--- src/fir_pkg.sv ---
package fir_pkg;

    // Samples, coefficients and filter outputs all share this width
    localparam int DATA_WIDTH = 16;

    typedef logic signed [DATA_WIDTH-1:0] sample_t;

    // One coefficient write from the host in 25 bits
    typedef struct packed {
        logic    en;
        logic    [7:0] addr;
        sample_t coef;
    } coef_write_t;

    // Commands from the sequencer to the MAC unit
    typedef struct packed {
        logic clear;
        logic accumulate;
        logic emit;
    } mac_ctrl_t;

    // IDLE waits for a sample, RUN covers the tap pass, DRAIN issues the emit
    // and HOLD presents the result until it is taken
    typedef enum logic [1:0] {
        IDLE  = 2'd0,
        RUN   = 2'd1,
        DRAIN = 2'd2,
        HOLD  = 2'd3
    } seq_state_t;

endpackage

--- src/coef_ram.sv ---
`timescale 1ns/1ps

module coef_ram #(
    parameter int MAX_TAPS = 32
) (
    input  logic                        clock,
    input  fir_pkg::coef_write_t        wr,
    input  logic [$clog2(MAX_TAPS)-1:0] rd_addr,
    output fir_pkg::sample_t            rd_data
);

    localparam int IDX_W = $clog2(MAX_TAPS);

    fir_pkg::sample_t mem [MAX_TAPS];

    logic addr_in_range;

    // Writes aimed past the last tap are dropped
    assign addr_in_range = 32'(wr.addr) < MAX_TAPS;

    always_ff @(posedge clock) begin
        if (wr.en && addr_in_range) begin
            mem[wr.addr[IDX_W-1:0]] <= wr.coef;
        end
    end

    // Registered read where data follows the address by one cycle
    always_ff @(posedge clock) begin
        rd_data <= mem[rd_addr];
    end

endmodule

--- src/fir_sequencer.sv ---
`timescale 1ns/1ps

module fir_sequencer (
    input  logic               clock,
    input  logic               arst_n,
    input  logic               in_valid,
    input  logic               out_ready,
    input  logic               busy,
    input  logic               last_tap,
    output logic               in_ready,
    output logic               sample_shift,
    output logic               start,
    output logic               out_valid,
    output fir_pkg::mac_ctrl_t mac_ctrl
);

    fir_pkg::seq_state_t state;
    fir_pkg::seq_state_t state_next;

    // Pulse in the cycle after acceptance that starts the counter and clears the sum
    logic kick;
    // Counter flags delayed by one cycle to match the memory read latency
    logic acc_dly;
    logic last_dly;

    assign in_ready  = state == fir_pkg::IDLE;
    assign out_valid = state == fir_pkg::HOLD;

    // The history captures in_data on the acceptance edge itself
    assign sample_shift = in_ready && in_valid;
    assign start        = kick;

    assign mac_ctrl.clear      = kick;
    assign mac_ctrl.accumulate = acc_dly;
    assign mac_ctrl.emit       = state == fir_pkg::DRAIN;

    always_comb begin
        state_next = state;
        case (state)
            fir_pkg::IDLE: begin
                if (in_valid) begin
                    state_next = fir_pkg::RUN;
                end
            end
            fir_pkg::RUN: begin
                // The final product is being added in this cycle
                if (last_dly) begin
                    state_next = fir_pkg::DRAIN;
                end
            end
            fir_pkg::DRAIN: begin
                state_next = fir_pkg::HOLD;
            end
            fir_pkg::HOLD: begin
                if (out_ready) begin
                    state_next = fir_pkg::IDLE;
                end
            end
            default: begin
                state_next = fir_pkg::IDLE;
            end
        endcase
    end

    always_ff @(posedge clock or negedge arst_n) begin
        if (!arst_n) begin
            state    <= fir_pkg::IDLE;
            kick     <= 1'b0;
            acc_dly  <= 1'b0;
            last_dly <= 1'b0;
        end else begin
            state    <= state_next;
            kick     <= sample_shift;
            acc_dly  <= busy;
            last_dly <= last_tap;
        end
    end

endmodule

--- src/fir_serial.sv ---
`timescale 1ns/1ps

module fir_serial #(
    parameter int MAX_TAPS  = 32,
    parameter int FRAC_BITS = 15
) (
    input  logic                 clock,
    input  logic                 arst_n,
    input  logic                 in_valid,
    input  fir_pkg::sample_t     in_data,
    output logic                 in_ready,
    output logic                 out_valid,
    input  logic                 out_ready,
    output fir_pkg::sample_t     out_data,
    input  fir_pkg::coef_write_t coef_wr,
    input  logic [7:0]           n_taps
);

    localparam int IDX_W = $clog2(MAX_TAPS);

    logic [IDX_W-1:0]   tap_index;
    logic               last_tap;
    logic               busy;
    logic               sample_shift;
    logic               start;
    fir_pkg::mac_ctrl_t mac_ctrl;
    fir_pkg::sample_t   coef_q;
    fir_pkg::sample_t   sample_q;

    fir_sequencer sequencer_i (
        .clock        (clock),
        .arst_n       (arst_n),
        .in_valid     (in_valid),
        .out_ready    (out_ready),
        .busy         (busy),
        .last_tap     (last_tap),
        .in_ready     (in_ready),
        .sample_shift (sample_shift),
        .start        (start),
        .out_valid    (out_valid),
        .mac_ctrl     (mac_ctrl)
    );

    tap_counter #(.MAX_TAPS(MAX_TAPS)) tap_counter_i (
        .clock     (clock),
        .arst_n    (arst_n),
        .start     (start),
        .n_taps    (n_taps),
        .tap_index (tap_index),
        .last_tap  (last_tap),
        .busy      (busy)
    );

    // The same tap index addresses both memories, so their outputs pair up
    coef_ram #(.MAX_TAPS(MAX_TAPS)) coef_ram_i (
        .clock   (clock),
        .wr      (coef_wr),
        .rd_addr (tap_index),
        .rd_data (coef_q)
    );

    sample_history #(.MAX_TAPS(MAX_TAPS)) sample_history_i (
        .clock      (clock),
        .arst_n     (arst_n),
        .shift      (sample_shift),
        .new_sample (in_data),
        .rd_index   (tap_index),
        .rd_data    (sample_q)
    );

    mac_unit #(.FRAC_BITS(FRAC_BITS)) mac_unit_i (
        .clock  (clock),
        .arst_n (arst_n),
        .ctrl   (mac_ctrl),
        .coef   (coef_q),
        .sample (sample_q),
        .result (out_data)
    );

endmodule

--- src/mac_unit.sv ---
`timescale 1ns/1ps

module mac_unit #(
    parameter int FRAC_BITS = 15
) (
    input  logic               clock,
    input  logic               arst_n,
    input  fir_pkg::mac_ctrl_t ctrl,
    input  fir_pkg::sample_t   coef,
    input  fir_pkg::sample_t   sample,
    output fir_pkg::sample_t   result
);

    localparam int DW    = fir_pkg::DATA_WIDTH;
    localparam int ACC_W = 2 * DW + 8;

    logic signed [2*DW-1:0]  product;
    logic signed [ACC_W-1:0] acc;
    logic signed [ACC_W-1:0] scaled;
    logic                    fits;
    fir_pkg::sample_t        clamped;

    assign product = coef * sample;

    // The shift truncates, so the low fraction bits are simply dropped
    assign scaled = acc >>> FRAC_BITS;

    // The value fits when every bit above the sample sign bit copies that sign bit
    assign fits = (scaled[ACC_W-1:DW-1] == '0) || (scaled[ACC_W-1:DW-1] == '1);

    always_comb begin
        if (fits) begin
            clamped = scaled[DW-1:0];
        end else if (scaled[ACC_W-1]) begin
            clamped = {1'b1, {(DW-1){1'b0}}};
        end else begin
            clamped = {1'b0, {(DW-1){1'b1}}};
        end
    end

    always_ff @(posedge clock or negedge arst_n) begin
        if (!arst_n) begin
            acc <= '0;
        end else if (ctrl.clear) begin
            acc <= '0;
        end else if (ctrl.accumulate) begin
            acc <= acc + product;
        end
    end

    // Result stays put until the next emit, which holds out_data under stall
    always_ff @(posedge clock or negedge arst_n) begin
        if (!arst_n) begin
            result <= '0;
        end else if (ctrl.emit) begin
            result <= clamped;
        end
    end

endmodule

--- src/sample_history.sv ---
`timescale 1ns/1ps

module sample_history #(
    parameter int MAX_TAPS = 32
) (
    input  logic                        clock,
    input  logic                        arst_n,
    input  logic                        shift,
    input  fir_pkg::sample_t            new_sample,
    input  logic [$clog2(MAX_TAPS)-1:0] rd_index,
    output fir_pkg::sample_t            rd_data
);

    fir_pkg::sample_t hist [MAX_TAPS];

    // Entry 0 holds the newest sample and older samples move up by one per shift
    always_ff @(posedge clock or negedge arst_n) begin
        if (!arst_n) begin
            for (int i = 0; i < MAX_TAPS; i++) begin
                hist[i] <= '0;
            end
        end else if (shift) begin
            hist[0] <= new_sample;
            for (int i = 1; i < MAX_TAPS; i++) begin
                hist[i] <= hist[i-1];
            end
        end
    end

    // Read port lines up with the coefficient memory latency
    always_ff @(posedge clock) begin
        rd_data <= hist[rd_index];
    end

endmodule

--- src/tap_counter.sv ---
`timescale 1ns/1ps

module tap_counter #(
    parameter int MAX_TAPS = 32
) (
    input  logic                        clock,
    input  logic                        arst_n,
    input  logic                        start,
    input  logic [7:0]                  n_taps,
    output logic [$clog2(MAX_TAPS)-1:0] tap_index,
    output logic                        last_tap,
    output logic                        busy
);

    logic [7:0] last_index;
    logic [7:0] index_ext;

    assign last_index = n_taps - 8'd1;
    assign index_ext  = 8'(tap_index);

    // Only meaningful while counting
    assign last_tap = busy && (index_ext == last_index);

    always_ff @(posedge clock or negedge arst_n) begin
        if (!arst_n) begin
            tap_index <= '0;
            busy      <= 1'b0;
        end else if (start) begin
            tap_index <= '0;
            busy      <= 1'b1;
        end else if (busy) begin
            if (last_tap) begin
                busy <= 1'b0;
            end else begin
                tap_index <= tap_index + 1'b1;
            end
        end
    end

endmodule
--- config.mk ---
export PLATFORM = sky130hd
export DESIGN_NAME = fir_serial
export DESIGN_NICKNAME = d
export VERILOG_FILES = /design/src/fir_pkg.sv /design/src/coef_ram.sv /design/src/fir_sequencer.sv /design/src/fir_serial.sv /design/src/mac_unit.sv /design/src/sample_history.sv /design/src/tap_counter.sv
export SDC_FILE = /design/constraint.sdc
export NUM_CORES = 2
export LEC_CHECK = 0
export BUFFER_PORTS_ARGS = -buffer_cell sky130_fd_sc_hd__clkbuf_2
export CAP_MARGIN = 15
export CORE_ASPECT_RATIO = 1.5
export CORE_MARGIN = 10
export CORE_UTILIZATION = 45
export CTS_CLUSTER_DIAMETER = 120
export DETAILED_ROUTE_END_ITERATION = 7
export PLACE_DENSITY = 0.7
export SETUP_SLACK_MARGIN = 0.4
export SLEW_MARGIN = 20
export SYNTH_ARGS = -nofsm -noshare
export SYNTH_HDL_FRONTEND = slang
export SYNTH_SLANG_ARGS = --single-unit
export TNS_END_PERCENT = 100
--- constraint.sdc ---
create_clock -name clock -period 19.15 [get_ports clock]
set_clock_uncertainty 0.2 [all_clocks]
set_input_delay 1.915 -clock clock [delete_from_list [all_inputs] [get_ports clock]]
set_output_delay 1.915 -clock clock [all_outputs]
set_load 0.005 [all_outputs]
# == After elaboration in Yosys (flattened, before gate mapping) ==
# Memories as Yosys holds them, arrays and structs flattened. A register that Yosys moved wholly into a read port is not among the register bits.
# Index checks and enable logic that the tools add are counted.
# Widths: inputs -> output; s select.
# word_totals
ff_bits,595
mem_bits_rw,512
input_bits,53
memories,1
# op_classes
addsub,3
n_mul,1
order_cmp,2
n_eq_ne,9
n_mux,19
bitwise,1
reduce_logical,10
# mem_list
name,depth,width,read_ports,rd_ports_with_merged_regs,wr,line,rtl
coef_ram_i.mem,32,16,1,1,1,coef_ram.sv:14,fir_pkg::sample_t mem [MAX_TAPS];
# op_table
cell,n
$bmux 16 s5,1
$mux 40,2
$mux 16,4
$add 40x32->40,1
$mul 16x16->32,1
$eq 25x25->1 const B,1
$logic_not 25->1,1
$mux 5,3
$eq 5x8->1,1
$lt 8x6->1 const B,1
$pmux 2 s4,1
$sub 8x1->8 const B,1
$ge 6x6->1 const B,1
$mux 2,3
$not 5->6,1
$add 5x1->5 const B,1
$mux 1,5
$eq 2x2->1 const B,2
$ne 2x1->1 const B,2
$ne 2x2->1 const B,2
$reduce_bool 2->1,2
$logic_and 1x1->1,3
$reduce_and 3->1,1
$eq 2x1->1 const B,1
other kinds (3),3

# == Depth between registers and ports, before layout ==
# depth
ltp_word,6
depth_mapped,25
depth_no_buf,24

# == Hierarchy ==
# A second synthesis with hierarchy kept.
# unflattened
cells_unflattened,4467
hier_area_um2,59906.2
# by_module_without_submodules
mod,instances,cells_each,area_per_inst_um2,seq_area_each_um2
sample_history,1,1666,23804.1,13132.6
coef_ram,1,1145,20541.0,15695.1
mac_unit,1,1581,14779.2,1401.3
tap_counter,1,54,530.5,150.1
fir_sequencer,1,21,251.5,125.1

# == Worst setup path after synthesis ==
# OpenSTA, ideal clock, no wires.
# synth_path
kind,reg-to-reg
start,"reg coef_ram_i.rd_data[15], read port of coef_ram_i.mem"
end,reg mac_unit_i.acc[37]
setup_time_ps,126
arrival_time_ps,6290
slack_ps,12533
stages_incl_launch_ff,26
path_buffers,2
period_less_slack_ps,6617
cell_sequence,dfxtp_1 -> clkbuf_1 -> nand2_1 -> inv_1 -> fa_1 -> fa_1 -> inv_1 -> fa_1 -> inv_1 -> fa_1 -> fa_1 -> inv_1 -> fa_1 -> inv_1 -> ha_1 -> buf_2 -> nand4_1 -> nor2_1 -> nand4_1 -> nor2b_1 -> a2111oi_1 -> o31a_4 -> o221ai_2 -> a41oi_2 -> mux2i_1 -> a311o_1
# synth_between
elab_chain_cells,4
# synth_lines
item,line,rtl
start: declaration,coef_ram.sv:9,output fir_pkg::sample_t rd_data
$mul 16x16->32,mac_unit.sv:23,assign product = coef * sample;
$add 40x32->40,mac_unit.sv:47,acc <= acc + product;
$mux 40,mac_unit.sv:46,end else if (ctrl.accumulate) begin
$mux 40,mac_unit.sv:44,end else if (ctrl.clear) begin
end signal: assignment,mac_unit.sv:47,
end: declaration,mac_unit.sv:18,logic signed [ACC_W-1:0] acc;
# No other way between the ends. The select of a mux whose other input is x is not followed.
# A chain may end at the register's enable or synchronous reset.

# == Worst setup path after layout ==
# layout_path
start,reg sample_history_i.rd_data[1]
end,reg mac_unit_i.acc[37]
# layout_between
elab_chain_cells,4
# layout_lines
item,line,rtl
start: declaration,sample_history.sv:11,output fir_pkg::sample_t rd_data
start signal: assignment,sample_history.sv:32,rd_data <= hist[rd_index];
$mul 16x16->32,mac_unit.sv:23,
$add 40x32->40,mac_unit.sv:47,
$mux 40,mac_unit.sv:46,
$mux 40,mac_unit.sv:44,
# No other way between the ends. The select of a mux whose other input is x is not followed.

==> flow_summary.ini <==
[logic_synthesis]
synth_cell_type_count = 66
synth_mux_area_share_pct = 13.5
yosys.area_share.xor_xnor_pct = 0.718
yosysMostFrequentCell = nand2_1
synth_seq_cells = 1123
syn_inst = 4843
yosysTopAreaCellShare_pct = 26.3
synth_simple_gate_area_share_pct = 13.5
synth_common_cells = nand2_1, dfrtp_1, edfxtp_1
synthTopCellsByArea = edfxtp_1, dfrtp_1, mux4_2
synthAdderAreaFrac_pct = 13.9
seq_area_frac_synth_pct = 52.1
synth_largest_area_cell = edfxtp_1
ys.flop_type = dfrtp_1
netlist_area_um2 = 58600
synth_compound_area_share_pct = 1.89
synth_top_family_by_area = adder cells
async_reset_ff_share_pct = 51.6
avgSynthCellArea_um2 = 12.1
yosysWarnings = 0
synth-edff-count = 512
synthesis.nets = 5347

[grt]
grt_max_degree = 241
grt_pass1_wl_um = 205000
grt_pass1_vias = 37043
track_usage_pct = 17.6
grt_overflow_total = 0
grt_antenna_before_repair = 1

[cts]
ctsRootBufferMaster = clkbuf_16
hold_buffers = 0
insertion_delay_ps = 740
cts.sinks = 1123
clockBufferDepth = 3
cts_setup_buffers = 0
cts_htree_levels = 3
cts_resized = 0
cts_tree = yes
clkTransAtPathRegs_ps = 60
numCtsBuffers = 106

[sta]
min_period_over_period_pct = 37.8
setup_viol = 0
fin_tns_setup_ps = 0
tightestPinTransition_ps = 1140
fin_crit_ps = 7230
fmax_mhz = 138
rsz0062_at_grt = no
maxSlewHeadroom_pct = 24.2
final-max-slew-violation-count = 0
fin_ws_ps = 11920
hold_viol_final = 0

[layout]
syn_to_final_growth_pct = 9.67
final_core_util_pct = 49.5
fin_nets = 5345
drive_gt1_share_pct = 13.7
postLayoutCellArea_um2 = 64200

[status]
status = finished, final reports clean

[critical_path]
startpoint_type = flip-flop
crit_type = flip-flop to flip-flop
crit_fanout = 16
cpMostUsedCell = fa_1
max_stage_delay_ps = 680
worst_setup_path_end_kind = flip-flop
arrival_ps = 7630
required_ps = 19540
worstPathCellList = nand2_1, inv_1, fa_1, fa_1, inv_1, fa_1, inv_1, fa_1, fa_1, inv_1, fa_1, inv_1, ha_1, nand4_1, nor2_1, nand4_1, nor2b_1, a2111oi_1, o31a_4, o221ai_2, a41oi_2, mux2i_1, a311o_1
cp_slowest_cell = dfxtp_1

[route]
drt_first_pass_iters = 6
avgRoutedWirePerCell_um = 18.9
via_per_inst = 5.26
drcViolationCount = 0
wl_um = 126000
ant_nets = 0
vias = 34993
drt_iter0_drc = 3024

[placement]
hpwl_um = 82400
portBuffers = 70
place_ws_ps = 11910
placed_cell_area_um2 = 60700
gp_congestion = 0.876

[floorplan]
die-area_um2 = 145000
rows = 162
die_h_um = 462
initial_core_util_pct = 45.1
fp.dieW_um = 315
core_area_um2 = 130000
ios = 71

[run]
maxCapViolations = 0

[hold_path]
hold_class = flip-flop to flip-flop
cells by family after synthesis:
family | count (synthesis)
AO/OA/AOI/OAI | 162
XOR/XNOR | 48
adder cells (fa/ha/maj) | 451
buffers and inverters | 687
flip-flops | 1123
multiplexers | 383
AND/OR/NAND/NOR | 1989
area by class of cell:
cell class / instances / area [µm²]
diodes: 1 / 2.50
clock buffers: 144 / 2990
clock inverters: 48 / 526
fillers: 11118 / 65500
inverters: 442 / 1670
multi-input cells: 3033 / 25500
flip-flops and latches: 1123 / 30500
well taps: 1722 / 2150
repair buffers: 135 / 901
worst max-delay path: cells and delay by family (launching register included):
family | cells | cell delay, ps
and+or+nand+nor | 5 | 700
AOI/OAI and AO/OA | 5 | 1400
muxes | 1 | 110
buffers and inverters | 5 | 480
adders and majority gates | 7 | 3520
DFF | 1 | 680
sequential cells by signal, indices dropped and copies added, names as in the netlist, 2 cells and up:
register                  count
coef_ram_i.mem              512
coef_ram_i.rd_data           16
mac_unit_i.acc               40
mac_unit_i.result            16
sample_history_i.hist       512
sample_history_i.rd_data     16
sequencer_i.state             2
tap_counter_i.tap_index       5
metal layers:
| metal | GRT usage, % | part of all wire, % |
|---|---|---|
| met2 | 31.4 | 53 |
| met3 | 2.44 | 4.2 |
| met1 | 22.1 | 41 |
| met5 | 0 | 0 |
| met4 | 5.08 | 2.3 |
final timing paths:
path	from	cells after the start	slack (ps)	to
setup / recovery	sample_history_i.rd_data[1]$_DFF_P_	23	11920	mac_unit_i.acc[37]$_DFFE_PN0P_
hold / removal	tap_counter_i.busy$_DFF_PN0_	0	190	sequencer_i.acc_dly$_DFF_PN0_
setup reg to reg	sample_history_i.rd_data[1]$_DFF_P_	23	11920	mac_unit_i.acc[37]$_DFFE_PN0P_
hold reg to reg	tap_counter_i.busy$_DFF_PN0_	0	190	sequencer_i.acc_dly$_DFF_PN0_
max in group asynchronous	arst_n	5	13920	sample_history_i.hist[408]$_DFFE_PN0P_
min in group asynchronous	arst_n	1	940	mac_unit_i.acc[4]$_DFFE_PN0P_
placed cells by master, fill, tap and decap left out, types with 30 or more instances in the layout:
cell type	Yosys	final
mux4_2	320	320
nand2_1	1694	1693
mux2_2	33	33
inv_1	441	441
clkbuf_2	0	69
a21oi_1	35	35
nor2_1	112	112
edfxtp_1	512	512
fa_1	330	330
and2_1	114	114
buf_4	0	60
dfrtp_1	579	573
dfxtp_1	32	32
ha_1	121	121
o21ai_0	31	31
xnor2_1	31	31
clkbuf_16	0	107
mux2i_1	30	30
stage by stage:
stage	cells	hold WS, ps
2_1_floorplan	4843	159
3_3_place_gp	6454	174
3_5_place_dp	6454	182
4_1_cts	6646	164
5_1_grt	6648	188
6_report	6648	193
Power is left out: the tool's default activity adds up to more than one toggle a clock period on the data nets, which glitch-free logic cannot reach.
